<file path="src/cpu_pkg.sv">
// Shared widths, opcodes, sequencer states, bus sources and control word for the accumulator CPU
package cpu_pkg;

    // Data and address widths
    typedef logic [7:0] data_t;             // One byte on the bus or in a register
    typedef logic [3:0] addr_t;             // RAM address, also the PC value

    localparam int RAM_DEPTH = 1 << $bits(addr_t);  // 16 bytes of program and data

    // Instruction opcodes, upper nibble of the instruction byte
    typedef enum logic [3:0] {
        OP_LDA = 4'd0,                      // acc <= ram[operand]
        OP_ADD = 4'd1,                      // acc <= acc + ram[operand]
        OP_SUB = 4'd2,                      // acc <= acc - ram[operand]
        OP_STA = 4'd3,                      // ram[operand] <= acc
        OP_LDI = 4'd4,                      // acc <= operand
        OP_JMP = 4'd5,                      // pc <= operand
        OP_JC  = 4'd6,                      // Jump if carry set
        OP_JZ  = 4'd7,                      // Jump if zero set
        OP_OUT = 4'd14,                     // out <= acc
        OP_HLT = 4'd15                      // Stop the sequencer
    } opcode_t;                             // Codes 8..13 are no-ops

    // Sequencer states, five clocks per instruction
    typedef enum logic [2:0] {
        S_FETCH_ADDR  = 3'd0,               // PC to MAR
        S_FETCH_INSTR = 3'd1,               // RAM to IR, PC + 1
        S_EXEC1       = 3'd2,
        S_EXEC2       = 3'd3,
        S_EXEC3       = 3'd4,
        S_HALT        = 3'd5                // Parked until reset or reload
    } seq_state_t;

    // Which block drives the internal bus
    typedef enum logic [2:0] {
        BUS_NONE       = 3'd0,              // Bus reads as zero
        BUS_PC         = 3'd1,
        BUS_RAM        = 3'd2,
        BUS_IR_OPERAND = 3'd3,              // Low nibble of IR
        BUS_ACC        = 3'd4,
        BUS_ALU        = 3'd5
    } bus_src_t;

    // Control word, all fields active high
    typedef struct packed {
        logic     pc_inc;                   // Count up
        logic     pc_load;                  // Jump, PC from bus
        logic     mar_load;                 // Address register from bus
        logic     ram_write;                // Bus into RAM at MAR
        logic     ir_load;
        logic     acc_load;
        logic     b_load;
        logic     out_load;
        logic     alu_sub;                  // Subtract instead of add
        logic     flags_load;               // Capture carry and zero
        bus_src_t bus_src;
    } ctrl_word_t;

    localparam ctrl_word_t CTRL_NONE = '0;  // Empty step, bus idle

endpackage

</file>
<file path="src/program_counter.sv">
// Program counter with hold to the start address, increment and jump load
`timescale 1ns/100ps

module program_counter
    import cpu_pkg::*;
#(
    parameter addr_t RESET_PC = '0          // Program start address
) (
    input  logic       clk,
    input  logic       rst_n,
    input  logic       hold,                // Host is loading RAM
    input  ctrl_word_t ctrl,
    input  data_t      bus,
    output addr_t      pc
);

    always_ff @(posedge clk or negedge rst_n) begin
        if (!rst_n) begin
            pc <= RESET_PC;
        end else if (hold) begin
            pc <= RESET_PC;                 // Restart point once the load port lets go
        end else if (ctrl.pc_load) begin
            pc <= bus[$bits(addr_t)-1:0];   // Jump target from low nibble
        end else if (ctrl.pc_inc) begin
            pc <= pc + 1'b1;                // Wraps 15 -> 0
        end
    end

endmodule

</file>
<file path="src/control_sequencer.sv">
// Five-step instruction sequencer that decodes opcode and flags into the control word
`timescale 1ns/100ps

module control_sequencer
    import cpu_pkg::*;
(
    input  logic       clk,
    input  logic       rst_n,
    input  logic       hold,                // Held in fetch while loading
    input  opcode_t    opcode,              // From the instruction register
    input  logic       carry,               // Registered ALU flags
    input  logic       zero,
    output ctrl_word_t ctrl,
    output logic       halted
);

    seq_state_t state, state_next;
    ctrl_word_t ctrl_dec;                   // Decoded word before the hold gate

    // State register
    always_ff @(posedge clk or negedge rst_n) begin
        if (!rst_n) begin
            state <= S_FETCH_ADDR;
        end else if (hold) begin
            state <= S_FETCH_ADDR;          // Reload also leaves the halt state
        end else begin
            state <= state_next;
        end
    end

    // Fixed five-step walk with HLT parking after its last step
    always_comb begin
        case (state)
            S_FETCH_ADDR:  state_next = S_FETCH_INSTR;
            S_FETCH_INSTR: state_next = S_EXEC1;
            S_EXEC1:       state_next = S_EXEC2;
            S_EXEC2:       state_next = S_EXEC3;
            S_EXEC3:       state_next = (opcode == OP_HLT) ? S_HALT : S_FETCH_ADDR;
            S_HALT:        state_next = S_HALT;
            default:       state_next = S_FETCH_ADDR;
        endcase
    end

    // Moore-style control word per state
    always_comb begin
        ctrl_dec = CTRL_NONE;
        case (state)
            S_FETCH_ADDR: begin
                ctrl_dec.bus_src  = BUS_PC;
                ctrl_dec.mar_load = 1'b1;
            end
            S_FETCH_INSTR: begin
                ctrl_dec.bus_src = BUS_RAM;
                ctrl_dec.ir_load = 1'b1;
                ctrl_dec.pc_inc  = 1'b1;    // PC moves past the fetched byte
            end
            S_EXEC1: begin
                case (opcode)
                    OP_LDA, OP_ADD, OP_SUB, OP_STA: begin
                        ctrl_dec.bus_src  = BUS_IR_OPERAND;  // Operand is a RAM address
                        ctrl_dec.mar_load = 1'b1;
                    end
                    OP_LDI: begin
                        ctrl_dec.bus_src  = BUS_IR_OPERAND;
                        ctrl_dec.acc_load = 1'b1;
                    end
                    OP_JMP: begin
                        ctrl_dec.bus_src = BUS_IR_OPERAND;
                        ctrl_dec.pc_load = 1'b1;
                    end
                    OP_JC: begin
                        ctrl_dec.bus_src = BUS_IR_OPERAND;
                        ctrl_dec.pc_load = carry;   // Taken only when carry is set
                    end
                    OP_JZ: begin
                        ctrl_dec.bus_src = BUS_IR_OPERAND;
                        ctrl_dec.pc_load = zero;
                    end
                    OP_OUT: begin
                        ctrl_dec.bus_src  = BUS_ACC;
                        ctrl_dec.out_load = 1'b1;
                    end
                    default: ctrl_dec = CTRL_NONE;  // HLT and no-ops
                endcase
            end
            S_EXEC2: begin
                case (opcode)
                    OP_LDA: begin
                        ctrl_dec.bus_src  = BUS_RAM;
                        ctrl_dec.acc_load = 1'b1;
                    end
                    OP_ADD, OP_SUB: begin
                        ctrl_dec.bus_src = BUS_RAM;
                        ctrl_dec.b_load  = 1'b1;   // Second operand into B
                    end
                    OP_STA: begin
                        ctrl_dec.bus_src   = BUS_ACC;
                        ctrl_dec.ram_write = 1'b1;
                    end
                    default: ctrl_dec = CTRL_NONE;
                endcase
            end
            S_EXEC3: begin
                if (opcode == OP_ADD || opcode == OP_SUB) begin
                    ctrl_dec.bus_src    = BUS_ALU;
                    ctrl_dec.alu_sub    = (opcode == OP_SUB);
                    ctrl_dec.acc_load   = 1'b1;
                    ctrl_dec.flags_load = 1'b1;     // Only arithmetic touches flags
                end
            end
            default: ctrl_dec = CTRL_NONE;          // S_HALT issues nothing
        endcase
    end

    assign ctrl   = hold ? CTRL_NONE : ctrl_dec;    // Quiet while the host owns RAM
    assign halted = (state == S_HALT);

endmodule

</file>
<file path="src/alu.sv">
// Adder/subtractor with registered carry and zero flags
`timescale 1ns/100ps

module alu
    import cpu_pkg::*;
(
    input  logic       clk,
    input  logic       rst_n,
    input  ctrl_word_t ctrl,
    input  data_t      acc,
    input  data_t      b,
    output data_t      result,
    output logic       carry,               // For SUB, set means no borrow
    output logic       zero
);

    data_t      b_op;                       // B or its complement
    logic [8:0] sum;                        // Carry out in the top bit

    // acc - b done as acc + ~b + 1
    always_comb begin
        b_op = ctrl.alu_sub ? ~b : b;
        sum  = {1'b0, acc} + {1'b0, b_op} + {8'h00, ctrl.alu_sub};
    end

    assign result = sum[7:0];

    // Flags hold between arithmetic instructions
    always_ff @(posedge clk or negedge rst_n) begin
        if (!rst_n) begin
            carry <= 1'b0;
            zero  <= 1'b0;
        end else if (ctrl.flags_load) begin
            carry <= sum[8];
            zero  <= (sum[7:0] == 8'h00);
        end
    end

endmodule

</file>
<file path="src/datapath_regs.sv">
// Accumulator, B, instruction and output registers with the internal bus multiplexer
`timescale 1ns/100ps

module datapath_regs
    import cpu_pkg::*;
(
    input  logic       clk,
    input  logic       rst_n,
    input  ctrl_word_t ctrl,
    input  addr_t      pc,
    input  data_t      ram_rdata,
    input  data_t      alu_result,
    output data_t      bus,
    output data_t      acc,
    output data_t      b,
    output opcode_t    opcode,
    output data_t      out_value,
    output logic       out_valid            // One cycle after an output load
);

    data_t ir;                              // Opcode high, operand low

    // Bus multiplexer with one driver per step
    always_comb begin
        case (ctrl.bus_src)
            BUS_PC:         bus = data_t'(pc);          // Zero extended
            BUS_RAM:        bus = ram_rdata;
            BUS_IR_OPERAND: bus = data_t'(ir[3:0]);
            BUS_ACC:        bus = acc;
            BUS_ALU:        bus = alu_result;
            default:        bus = '0;                   // BUS_NONE
        endcase
    end

    // Accumulator, instruction and output registers
    always_ff @(posedge clk or negedge rst_n) begin
        if (!rst_n) begin
            acc       <= '0;
            ir        <= '0;
            out_value <= '0;
            out_valid <= 1'b0;
        end else begin
            if (ctrl.acc_load) acc <= bus;
            if (ctrl.ir_load)  ir  <= bus;
            if (ctrl.out_load) out_value <= bus;
            out_valid <= ctrl.out_load;     // Pulse lines up with the new value
        end
    end

    // Second ALU operand
    always_ff @(posedge clk) begin
        if (ctrl.b_load) begin
            b <= bus;
        end
    end

    assign opcode = opcode_t'(ir[7:4]);

endmodule

</file>
<file path="src/program_ram.sv">
// Memory address register and 16-byte program/data RAM with host load port
`timescale 1ns/100ps

module program_ram
    import cpu_pkg::*;
(
    input  logic       clk,
    input  logic       rst_n,
    input  ctrl_word_t ctrl,
    input  data_t      bus,
    input  logic       load_en,             // Host owns writes while high
    input  logic       load_we,
    input  addr_t      load_addr,
    input  data_t      load_data,
    output data_t      rdata
);

    addr_t mar;                             // Memory address register
    data_t mem [RAM_DEPTH];

    always_ff @(posedge clk or negedge rst_n) begin
        if (!rst_n) begin
            mar <= '0;
        end else if (ctrl.mar_load) begin
            mar <= bus[$bits(addr_t)-1:0];  // Address from low nibble
        end
    end

    // Single write port shared by host and CPU
    always_ff @(posedge clk) begin
        if (load_en) begin
            if (load_we) begin
                mem[load_addr] <= load_data;
            end
        end else if (ctrl.ram_write) begin
            mem[mar] <= bus;                // STA
        end
    end

    assign rdata = mem[mar];                // Asynchronous read

endmodule

</file>
<file path="src/cpu_top.sv">
// Top level of the 8-bit accumulator CPU wiring sequencer, PC, ALU, registers and RAM
`timescale 1ns/100ps

module cpu_top
    import cpu_pkg::*;
#(
    parameter addr_t RESET_PC = '0          // First instruction address
) (
    input  logic  clk,
    input  logic  rst_n,
    input  logic  load_en,                  // Hold CPU, host writes RAM
    input  logic  load_we,
    input  addr_t load_addr,
    input  data_t load_data,
    output data_t out_value,
    output logic  out_valid,
    output logic  halted
);

    ctrl_word_t ctrl;                       // Shared control word
    data_t      bus;
    data_t      acc;
    data_t      b;
    data_t      alu_result;
    data_t      ram_rdata;
    addr_t      pc;
    opcode_t    opcode;
    logic       carry;
    logic       zero;

    control_sequencer u_seq (
        .clk    (clk),
        .rst_n  (rst_n),
        .hold   (load_en),
        .opcode (opcode),
        .carry  (carry),
        .zero   (zero),
        .ctrl   (ctrl),
        .halted (halted)
    );

    program_counter #(
        .RESET_PC (RESET_PC)
    ) u_pc (
        .clk   (clk),
        .rst_n (rst_n),
        .hold  (load_en),
        .ctrl  (ctrl),
        .bus   (bus),
        .pc    (pc)
    );

    alu u_alu (
        .clk    (clk),
        .rst_n  (rst_n),
        .ctrl   (ctrl),
        .acc    (acc),
        .b      (b),
        .result (alu_result),
        .carry  (carry),
        .zero   (zero)
    );

    datapath_regs u_regs (
        .clk        (clk),
        .rst_n      (rst_n),
        .ctrl       (ctrl),
        .pc         (pc),
        .ram_rdata  (ram_rdata),
        .alu_result (alu_result),
        .bus        (bus),
        .acc        (acc),
        .b          (b),
        .opcode     (opcode),
        .out_value  (out_value),
        .out_valid  (out_valid)
    );

    program_ram u_ram (
        .clk       (clk),
        .rst_n     (rst_n),
        .ctrl      (ctrl),
        .bus       (bus),
        .load_en   (load_en),
        .load_we   (load_we),
        .load_addr (load_addr),
        .load_data (load_data),
        .rdata     (ram_rdata)
    );

endmodule

</file>
<file path="config.mk">
export PLATFORM = sky130hd
export DESIGN_NAME = cpu_top
export DESIGN_NICKNAME = d
export VERILOG_FILES = /design/src/cpu_pkg.sv /design/src/program_counter.sv /design/src/control_sequencer.sv /design/src/alu.sv /design/src/datapath_regs.sv /design/src/program_ram.sv /design/src/cpu_top.sv
export SDC_FILE = /design/constraint.sdc
export NUM_CORES = 1
export LEC_CHECK = 0
export ABC_AREA = 1
export BUFFER_PORTS_ARGS = -buffer_cell sky130_fd_sc_hd__buf_2
export CAP_MARGIN = 20
export CORE_MARGIN = 4
export CORE_UTILIZATION = 62
export CTS_BUF_LIST = sky130_fd_sc_hd__clkbuf_16
export DETAILED_ROUTE_END_ITERATION = 16
export PLACE_DENSITY_LB_ADDON = 0.12
export SYNTH_ARGS = -nofsm -noshare
export SYNTH_HDL_FRONTEND = slang
export SYNTH_SLANG_ARGS = --single-unit
</file>
<file path="constraint.sdc">
create_clock -name clk -period 3.9 [get_ports clk]
set_input_delay 0.195 -clock clk [delete_from_list [all_inputs] [get_ports clk]]
set_output_delay 0.195 -clock clk [all_outputs]
set_load 0.05 [all_outputs]
</file>
-- Word level (Yosys, flattened, before mapping)
Memory sizes are Yosys's and may differ from the RTL's.
Cells that the tools add are included.
- bits in latches: 0
- output and inout bits: 10
- bits in writable memories: 128
- memories: 1
- register bits: 46
- logic and storage cells: 81
- memory bits (read-only): 0
- muxes and demuxes: 37
- equal/unequal tests: 19
- divide/modulo/power cells: 0
- shift-type cells: 0
- reduce and logical (&&, ||, !) cells: 10
- multipliers: 0
- $add $sub $neg: 3
- bitwise operators: 1
- order comparisons: 0
- memory list (memory ; depth ; bits a word ; rd ports ; clocked after Yosys merged registers in ; wr ports ; line ; text):
    u_ram.mem ; 16 ; 8 ; 1 ; 0 ; 1 ; program_ram.sv:19 ; data_t mem [RAM_DEPTH];
- operator list (operator ; number):
    $pmux W8 S5 ; 1
    $pmux W3 S6 ; 1
    $mux W1 ; 17
    $eq A4 B3 Y1 const B ; 4
    $mux W4 ; 4
    $mux W8 ; 2
    $reduce_or A8 Y1 ; 2
    $pmux W3 S5 ; 1
    $mux W13 ; 1
    $eq A3 B2 Y1 const B ; 4
    $eq A3 B3 Y1 const B ; 4
    $pmux W3 S2 ; 2
    $add A8 B8 Y9 ; 1
    $add A9 B1 Y9 ; 1
    $eq A4 B2 Y1 const B ; 2
    $eq A4 B4 Y1 const B ; 2
    $logic_not A8 Y1 ; 1
    $not A8 Y8 ; 1
    $eq A3 B1 Y1 const B ; 2
    $mux W3 ; 2
    $pmux W1 S3 ; 2
    $mux W5 ; 1
    $add A4 B1 Y4 const B ; 1
    $eq A4 B1 Y1 const B ; 1
    10 further kinds ; 10

-- Longest topological paths before layout
Gate-level depths: netlist of the first run.
- depth in word-level cells: 11
- mapped depth: 19

-- Cells and area by module
A second synthesis of the first run with hierarchy kept.
- cell total of the unflattened synthesis: 978
- area, all modules: 8854.7 µm²
- modules (own cells, without submodules) (module ; cells an instance ; area an instance (µm²) ; instances ; seq. area each (µm²)):
    program_ram ; 579 ; 5948.2 ; 1 ; 3943.8
    datapath_regs ; 172 ; 1567.8 ; 1 ; 865.8
    alu ; 114 ; 671.9 ; 1 ; 50.0
    control_sequencer ; 81 ; 417.9 ; 1 ; 75.1
    program_counter ; 32 ; 249.0 ; 1 ; 100.1

-- Worst setup path before layout of the first run
OpenSTA, ideal clock, no wires.
- path kind: reg2reg
- start: register u_seq.state[0]
- end: memory u_ram.mem[0][7] (netlist name) (data pin)
- library setup time: 0.320 ns
- period minus slack after synthesis: 2.785 ns
- setup slack: 1.115 ns
- arrival time: 2.465 ns
- stages on the path, launching flop included: 18
- cells stage by stage: dfrtp_1 -> buf_6 -> nor2_2 -> nand2_2 -> nor2_2 -> nand2_1 -> xnor2_1 -> ha_1 -> inv_1 -> o21bai_1 -> inv_1 -> nor2_1 -> a211oi_1 -> nand3b_1 -> nand3_1 -> nand2_2 -> nand2_1 -> nand2_1
- cells in the longest elaborated chain, start to end: 8
- elaborated cells between the ends (all ways): 23
- RTL lines (what ; line ; text):
    from (decl) ; control_sequencer.sv:17 ; seq_state_t state, state_next;
    from (signal assigned) ; control_sequencer.sv:27 ; state <= state_next;
    $eq A3 B3 Y1 ; control_sequencer.sv:47 ; case (state)
    $mux W2 ; - ;
    $mux W13 (*) ; control_sequencer.sv:115 ; assign ctrl = hold ? CTRL_NONE : ctrl_dec;
    $mux W8 ; alu.sv:22 ; b_op = ctrl.alu_sub ? ~b : b;
    $add A8 B8 Y9 ; alu.sv:23 ; sum = {1'b0, acc} + {1'b0, b_op} + {8'h00, ctrl.alu_sub};
    $add A9 B1 Y9 ; alu.sv:23 ;
    $pmux W8 S5 (*) ; datapath_regs.sv:25 ; case (ctrl.bus_src)
    via bus[7] ; cpu_top.sv:21 ; data_t bus;
    $mux W8 (no source line) (*) ; - ;
    to (decl) ; program_ram.sv:19 ;
The timed path passes the listed nets; every way through them passes the cells marked *.

-- Worst setup path in the final report of the first run
- start: register u_seq.state[0]
- end: memory u_ram.mem[4][7] (netlist name) (data pin)
Same word-level chain as after synthesis.

==> flow_summary.ini, run 1 <==
[status]
run_status = finished clean

[drt]
drt_wl_total_um = 19700
via_per_inst = 5.85
drt_iter0_markers = 648
via_count = 6145
drt-pass1-iter-count = 6
wire_per_inst_um = 18.7
drc_errors = 0
ant_nets = 0

[layout]
n_antenna_cell = 0
areaGrowthSynthToFinish_pct = 12.3
multiInputGateArea_um2 = 2810
final_common_cell = nand2_1
seq_area_um2 = 5040
final_cell_mix = nand2_1 (266), edfxtp_1 (136), nand3_1 (121), nor2_1 (64), inv_1 (43)
drive_gt1_frac = 0.149
nets = 891
design_area_um2 = 9180
nFillCells = 905
fin_util = 0.718

[synthesis]
yosysUniqueCellTypes = 42
synth_warnings = 0
synthAdderAreaFrac = 0.0147
synth_top_family_by_area = simple AND/OR/NAND/NOR gates
synth_mux_area_frac = 0
yosys.area_share.simple = 0.280
async_reset_ff_frac = 0.218
synth-compound-area-share = 0.0386
ys.flop_type = edfxtp_1
synth_area_um2 = 8170
avgSynthCellArea_um2 = 9.93
netlist_instances = 823
syn_nets = 848
ys_seq_area_frac = 0.616
synth_xor_area_frac = 0.0107
synth_edf_count = 136
synth-seq-cells = 174

[global_routing]
met2_usage = 0.465
grt_pass1_vias = 5788
antenna_found_initial = 0
grt.busiest_layer = met2
met1_usage = 0.349
grt_pass1_wl_um = 30500
met3_usage = 0.0406
grt_start_max_net_pins = 68
grt_usage = 0.273
grt-ovfl-total = 0

[timing]
setup_viol = 0
worstMarginPinSlew_ns = 0.961
fmax_ghz = 0.299
fin_crit_ns = 3.34
slew_viol_final = 0
setup_tns_ns = 0
slew_headroom = 0.357
holdWs_ns = 0.212
period_share = 0.857
fin_skew_ns = 0.00918
rsz0062_at_grt = no
hold_viol = 0

[floorplan]
dieArea_um2 = 15100
die_w_um = 123
die_h_um = 123
core_um2 = 12800
floorplan.initialDensity = 0.640
io_pins = 26
num_rows = 41

[clocking]
clk_pin_slew_ns = 0.07
htreeDepth = 4
postCtsHoldBufs = 1
max-clock-path-buffers = 2
cts_setup_buffers = 0
cts.repair.resized = 0
cts_root_buf = clkbuf_16
cts_tree = done
clock_sinks = 174
numCtsBuffers = 17
clk_latency_ns = 0.43

[critical_path]
crit_buf_inv = 2
cp_top_family = simple AND/OR/NAND/NOR gates
worst-setup-path-type = reg2reg
max_stage_delay_ns = 0.49
worstPathCellList = nor2_2 > nand2_2 > nor2_2 > nand2_1 > xnor2_1 > ha_1 > inv_1 > o21bai_1 > inv_1 > nor2_1 > a211oi_1 > nand3b_1 > nand3_1 > nand2_2 > nand2_1 > nand2_1
cp_common_cell = nand2_1
worst_path_max_delay_cell = dfrtp_1
crit_path_max_fanout = 16
critical_path_arrival_ns = 3.41
required_ns = 3.96
worstSetupStartpointType = register
critPathCaptureType = register

[placed_design]
dpl.hpwl_um = 13100
io_buffers = 25
gpl.final_weighted_congestion = 0.897
dpl_cell_area_um2 = 8590

[pwr]
power_w = 0.00462
worst_ir_drop_vdd_mv = 0.321
p_per_area_nw_per_um2 = 504
leakage_nw = 3.81

[worst_hold_path]
hold_path_class = in2reg

[job]
cap_violations = 0
## worst register-to-register path, stage by stage, from the launching register on
cell      delay, ns
dfrtp_1        0.49
nor2_2         0.18
nand2_2        0.10
nor2_2         0.11
nand2_1        0.25
xnor2_1        0.21
ha_1           0.32
inv_1          0.10
o21bai_1       0.06
inv_1          0.09
nor2_1         0.05
a211oi_1       0.24
nand3b_1       0.15
nand3_1        0.14
nand2_2        0.11
nand2_1        0.08
nand2_1        0.28
## synthesized netlist by cell type, drive strengths merged (7+ instances only)
cell type	n	area (um^2)
nand2	274	1050
nand3	132	746
ha	8	100
a21oi	14	85.1
o21ai	31	155
dfrtp	38	951
xnor2	7	61.3
buf	17	96.3
clkbuf	12	45.0
nor2	82	407
inv	47	176
edfxtp	136	4080
## final cells by class
type	count	share of cell area
Inverter	50	0.0205
Multi-Input combinational cell	570	0.306
Tap cell	172	0.0235
Sequential cell	174	0.549
Clock inverter	14	0.0166
Clock buffer	17	0.0464
Timing Repair Buffer	53	0.0382
## through the flow
| stage | setup WS, ns | std cells |
|---|---|---|
| 2_1_floorplan | 1.12 | 823 |
| 3_3_place_gp | 0.703 | 1018 |
| 3_5_place_dp | 0.602 | 1018 |
| 4_1_cts | 0.578 | 1050 |
| 5_1_grt | 0.224 | 1050 |
| 6_report | 0.558 | 1050 |
## logic make-up after synthesis
family,after synthesis
flip-flops,174
XOR/XNOR,10
buffers and inverters,79
AND/OR/NAND/NOR,497
adder cells (fa/ha/maj),9
AO/OA/AOI/OAI,54
## worst paths after layout
check | from | to | slack [ns] | cells after the start
worst max-delay path | u_seq.state[0] | u_ram.mem[4][7] | 0.56 | 16
worst min-delay path | load_en | u_seq.state[1] | 0.21 | 2
worst max register to register | u_seq.state[0] | u_ram.mem[4][7] | 0.56 | 16
worst min register to register | u_regs.out_value[1] | u_regs.out_value[1] | 0.48 | 2
max in group asynchronous | rst_n | u_ram.mar[0] | 2.84 | 2
min in group asynchronous | rst_n | u_regs.acc[3] | 0.42 | 2
## registers in the layout, indices dropped and copies added, names as in the netlist
register / flops
u_seq.state: 3
u_regs.b: 8
u_regs.ir: 8
u_ram.mem: 128
u_ram.mar: 4
u_regs.out_value: 8
u_alu.zero: 1
u_regs.out_valid: 1
u_pc.pc: 4
u_regs.acc: 8
u_alu.carry: 1
## metal layers
| metal | wire length [um] | vias up |
|---|---|---|
| met5 | 0 | - |
| met4 | 551 | 0 |
| met3 | 1290 | 47 |
| met2 | 10200 | 292 |
| met1 | 7620 | 2950 |
| li1 | - | 2856 |
## report_power, final
part | leakage, nW | internal [W] | total [W] | switching [W]
Combinational | 1.80 | 0.000249 | 0.000802 | 0.000554
Sequential | 1.74 | 0.00207 | 0.00214 | 0.0000704
Clock | 0.280 | 0.000991 | 0.00168 | 0.000691
No activity file was read; power rests on OpenSTA's default activity.
==> run 2: changes to the inputs <==
==> constraint.sdc (replaced) <==
create_clock -name clk -period 3.9 [get_ports clk]
set_input_delay 0.585 -clock clk [delete_from_list [all_inputs] [get_ports clk]]
set_output_delay 0.585 -clock clk [all_outputs]
set_load 0.05 [all_outputs]
==> run 2 against run 1 <==
  * Total power is 3.0% lower
  * Sequential cell count stayed put
  * Setup slack better by 0.064 ns
  * Via count is 2.7% lower
  * Die area stayed put
  * Clock skew is 0.0016 ns lower
  * Maximum frequency is 1.9% higher
  * Wire length is 4.1% lower
  * Non-clock buffer count is 7 lower
  * Sequential power hardly changed
  * Critical path type unchanged
  * Critical endpoint is now u_ram.mem[10][7]
  * Largest power group unchanged
==> flow_summary.ini, run 2 (synthesis results as in run 1) <==
[clocking]
htreeDepth = 4
numCtsBuffers = 17
postCtsHoldBufs = 0
cts_setup_buffers = 0
max-clock-path-buffers = 2
cts_tree = done
cts_root_buf = clkbuf_16
clk_pin_slew_ns = 0.07
cts.repair.resized = 0
clock_sinks = 174
clk_latency_ns = 0.42

[layout]
drive_gt1_frac = 0.147
largest-register = u_ram.mem
n_antenna_cell = 0
largest_reg_flops = 128
final_common_cell = nand2_1
nets = 884
areaGrowthSynthToFinish_pct = 11.1
final-instance-count-excl-fill = 1043
final_cell_mix = nand2_1 (266), edfxtp_1 (136), nand3_1 (121), nor2_1 (64), inv_1 (40)

[global_routing]
grt.busiest_layer = met2
met1_usage = 0.340
grt_pass1_vias = 5689
grt_start_max_net_pins = 64
met3_usage = 0.0479
grt-ovfl-total = 0
grt_pass1_wl_um = 29700
grt_usage = 0.267
met2_usage = 0.441
antenna_found_initial = 0

[timing]
fin_skew_ns = 0.00759
setup_tns_ns = 0
worstMarginPinSlew_ns = 0.961
slew_viol_final = 0
setup_slack_ns = 0.622
hold_viol = 0
setup_viol = 0
fin_crit_ns = 3.28
fmax_ghz = 0.305
holdWs_ns = 0.258
slew_headroom = 0.357
period_share = 0.841
rsz0062_at_grt = no

[placed_design]
place_inst = 1012
post-place-ws_ns = 0.487
gpl.final_weighted_congestion = 0.875
dpl.hpwl_um = 12500
io_buffers = 25

[pwr]
worst_ir_drop_vdd_mv = 0.424
p_per_area_nw_per_um2 = 494
intPower_w = 0.00318
p_sw_frac = 0.290
comb_power_share = 0.177
power_switching_w = 0.00130
clock_power_share = 0.349
share_seq_of_total_power = 0.474
leakage_nw = 3.74

[critical_path]
critical_path_arrival_ns = 3.34
r2r-end = u_ram.mem[10][7]
r2r_start = u_seq.state[0]
critPathCaptureType = register
reg2reg_depth = 16
r2r_slack_ns = 0.62
required_ns = 3.96
worstSetupStartpointType = register
crit_path_max_fanout = 16
worst-setup-path-type = reg2reg

[floorplan]
floorplan.initialDensity = 0.640
core_um2 = 12800
die_w_um = 123
io_pins = 26
dieArea_um2 = 15100
num_rows = 41
die_h_um = 123

[drt]
via_count = 5978
drt-pass1-iter-count = 5
wire_per_inst_um = 18.1
drt_wl_total_um = 18900
via_per_inst = 5.73
drt_iter0_markers = 553
drc_errors = 0
ant_nets = 0

[status]
run_status = finished clean

[job]
cap_violations = 0

[worst_hold_path]
hold_path_class = in2async
run 2: cell count changes in the layout (fill, tap and decap cells not counted), sizes merged:
cell         change
buf              -6
clkinv           +3
bufinv           -2
inv              -3
dlygate4sd3      -1
clkinvlp         +2
run 2: routing by layer:
metal	vias to the layer above	part of all wire
met5	-	0
met4	0	0.039
met3	41	0.052
met2	205	0.51
met1	2883	0.40
li1	2849	-
run 2: worst max path at each step:
stage                     slack [ns]                to  cells after the start           start
final                           0.62  u_ram.mem[10][7]                     16  u_seq.state[0]
after global placement          0.56   u_ram.mem[2][7]                     15         load_en
after CTS                       0.61   u_ram.mem[1][7]                     16  u_seq.state[0]
after floorplan                 1.12   u_ram.mem[0][7]                     17  u_seq.state[0]
after detailed placement        0.49   u_ram.mem[2][4]                     11         load_en
after global routing            0.22   u_ram.mem[0][7]                     17  u_seq.state[0]
run 2: layout make-up:
| cell class | instances | area, um^2 |
|---|---|---|
| clock inverter | 14 | 123 |
| sequential | 174 | 5040 |
| clock buffer | 17 | 425 |
| fill | 915 | 3690 |
| tap | 172 | 215 |
| inverter | 50 | 188 |
| multi-input combinational | 570 | 2810 |
| timing repair buffer | 46 | 283 |
run 2: per-stage QoR:
| step | utilization | area [um^2] | total power [W] |
|---|---|---|---|
| after global routing | 0.711 | 9080 | 0.00468 |
| after CTS | 0.711 | 9080 | 0.00449 |
| after global placement | 0.668 | 8530 | 0.00292 |
| final | 0.711 | 9080 | 0.00448 |
| after floorplan | - | 8170 | 0.00272 |
| after detailed placement | 0.668 | 8530 | 0.00294 |
run 2: worst max-delay path, stage by stage, from the launching register on:
cell and delay [ns]:
dfrtp_1 0.49, nor2_2 0.18, nand2_2 0.10, nor2_2 0.13, nand2_1 0.26, xnor2_1 0.21, ha_1 0.32, inv_1 0.10
o21bai_1 0.06, inv_1 0.09, nor2_1 0.05, a211oi_1 0.24, nand3b_1 0.14, nand3_1 0.12, nand2_2 0.08, nand2_1 0.06
nand2_1 0.27
run 2: power by group through the flow:
stage | sequential [W] | clock [W] | combinational (W)
final | 0.00212 | 0.00157 | 0.000794
after global routing | 0.00213 | 0.00167 | 0.000886
after CTS | 0.00212 | 0.00158 | 0.000787
after detailed placement | 0.00216 | 0 | 0.000779
after global placement | 0.00216 | 0 | 0.000762
after floorplan | 0.00214 | 0 | 0.000584
==> run 3: changes to the inputs <==
clock period = 3.25 ns   (was 3.9 ns; I/O delays follow)
==> run 3 against run 2 <==
  * Cell count up 1.3%
  * Register-to-register slack worse by 0.33 ns
  * Combinational power rose by 28%
  * Die area is the same
  * Clock-buffer cell count is the same
  * First-iteration DRC count is 12% higher
==> flow_summary.ini, run 3 (synthesis results as in run 1) <==
[status]
run_status = finished clean

[placed_design]
gpl.final_weighted_congestion = 0.913
dpl.hpwl_um = 13700
io_buffers = 25
dpl_cell_area_um2 = 8650

[worst_hold_path]
hold_path_class = in2async

[timing]
fin_crit_ns = 2.96
slew_viol_final = 0
worstMarginPinSlew_ns = 0.904
setup_viol = 0
fin_skew_ns = 0.00927
period_share = 0.911
slew_headroom = 0.397
setup_tns_ns = 0
fmax_ghz = 0.338
rsz0062_at_grt = no
hold_viol = 0

[global_routing]
grt_start_max_net_pins = 64
grt_usage = 0.291
grt_pass1_wl_um = 32300
grt-ovfl-total = 0
antenna_found_initial = 0
grt_pass1_vias = 6105

[clocking]
htreeDepth = 4
clk_latency_ns = 0.44
clk_pin_slew_ns = 0.07
cts_setup_buffers = 0
max-clock-path-buffers = 2
cts_root_buf = clkbuf_16
clock_sinks = 174
cts_tree = done
postCtsHoldBufs = 0
numCtsBuffers = 17
cts.repair.resized = 0

[critical_path]
critical_path_arrival_ns = 3.09
critPathCaptureType = register
worstSetupStartpointType = register
worst-setup-path-type = reg2reg
r2r-end = u_ram.mem[4][7]
r2r_start = u_regs.ir[7]
r2r_slack_ns = 0.29
required_ns = 3.38
cp-endpoint = u_ram.mem[4][7]
crit_path_max_fanout = 16
reg2reg_depth = 16
startpoint = u_regs.ir[7]

[layout]
final_cell_mix = nand2_1 (261), edfxtp_1 (136), nand3_1 (121), nor2_1 (64), inv_1 (41)
largest_reg_flops = 128
nets = 898
n_antenna_cell = 0
largest-register = u_ram.mem
final_common_cell = nand2_1
drive_gt1_frac = 0.166
design_area_um2 = 9240
areaGrowthSynthToFinish_pct = 13.1

[pwr]
leakage_nw = 3.85
worst_ir_drop_vdd_mv = 0.555
p_per_area_nw_per_um2 = 607

[drt]
drt_iter0_markers = 620
via_count = 6253
drc_errors = 0
ant_nets = 0
wire_per_inst_um = 19.7
via_per_inst = 5.92
drt_wl_total_um = 20800
drt-pass1-iter-count = 6

[floorplan]
num_rows = 41
core_um2 = 12800
dieArea_um2 = 15100
floorplan.initialDensity = 0.640
io_pins = 26
die_w_um = 123
die_h_um = 123

[job]
cap_violations = 0
## run 3: cell types whose count changed in the layout (fill, tap and decap cells not counted)
cell        delta
buf_12         +1
buf_4         +13
bufinv_16      +1
clkinv_1       -1
clkinv_2       -1
clkinv_4       -3
clkinvlp_4     -4
inv_1          +1
inv_6          +6
inv_8          +1
nand2_1        -5
nand2_2        +5
## run 3: critical path, stage by stage, from the launching register on
cell and delay [ns]:
dfrtp_1 0.41, nor2_2 0.18, inv_2 0.08, nor2_2 0.14
nand2_2 0.17, xnor2_1 0.18, ha_1 0.31, inv_1 0.10
o21bai_1 0.07, inv_1 0.09, nor2_1 0.05, a211oi_1 0.26
nand3b_1 0.14, nand3_1 0.12, nand2_2 0.09, nand2_1 0.08
nand2_2 0.17
## run 3: power by group
group          leakage (nW)  internal [W]  switching [W]
logic                  1.83      0.000312       0.000710
clock network         0.283       0.00114       0.000906
registers              1.74       0.00248      0.0000574
total                  3.85       0.00393        0.00167
## run 3: metal layers
metal | routed length (um) | part of all wire | GRT usage
met1 | 7890 | 0.38 | 0.364
met2 | 10300 | 0.49 | 0.475
met3 | 1650 | 0.079 | 0.0604
met4 | 957 | 0.046 | 0.163
met5 | 0 | 0 | 0
## run 3: through the flow
| stage | setup WS [ns] | hold WS (ns) | util | total power [W] | cells |
|---|---|---|---|---|---|
| final | 0.289 | 0.170 | 0.723 | 0.00561 | 1057 |
| after global routing | 0.0200 | 0.233 | 0.723 | 0.00582 | 1057 |
| after CTS | 0.0350 | 0.200 | 0.723 | 0.00558 | 1057 |
| after detailed placement | 0.0333 | 0.466 | 0.677 | 0.00357 | 1026 |
| after global placement | 0.214 | 0.460 | 0.677 | 0.00355 | 1026 |
| after floorplan | 0.465 | 0.192 | - | 0.00327 | 823 |
## run 3: worst min path at each step
stage,start,endpoint,slack [ns],cells after the start
floorplan,rst_n,u_alu.carry,0.19,0
global placement,u_regs.out_value[3],u_regs.out_value[3],0.46,2
detailed placement,u_regs.ir[3],u_regs.ir[3],0.47,2
CTS,rst_n,u_regs.acc[3],0.20,1
global route,rst_n,u_regs.acc[6],0.23,1
finish,rst_n,u_regs.acc[6],0.17,1
## run 3: area by class of cell
| cell class | count | area (um^2) |
|---|---|---|
| sequential | 174 | 5040 |
| fill | 921 | 3530 |
| multi-input combinational | 570 | 2820 |
| clock buffer | 17 | 425 |
| timing repair buffer | 60 | 400 |
| tap | 172 | 215 |
| inverter | 50 | 188 |
| clock inverter | 14 | 155 |
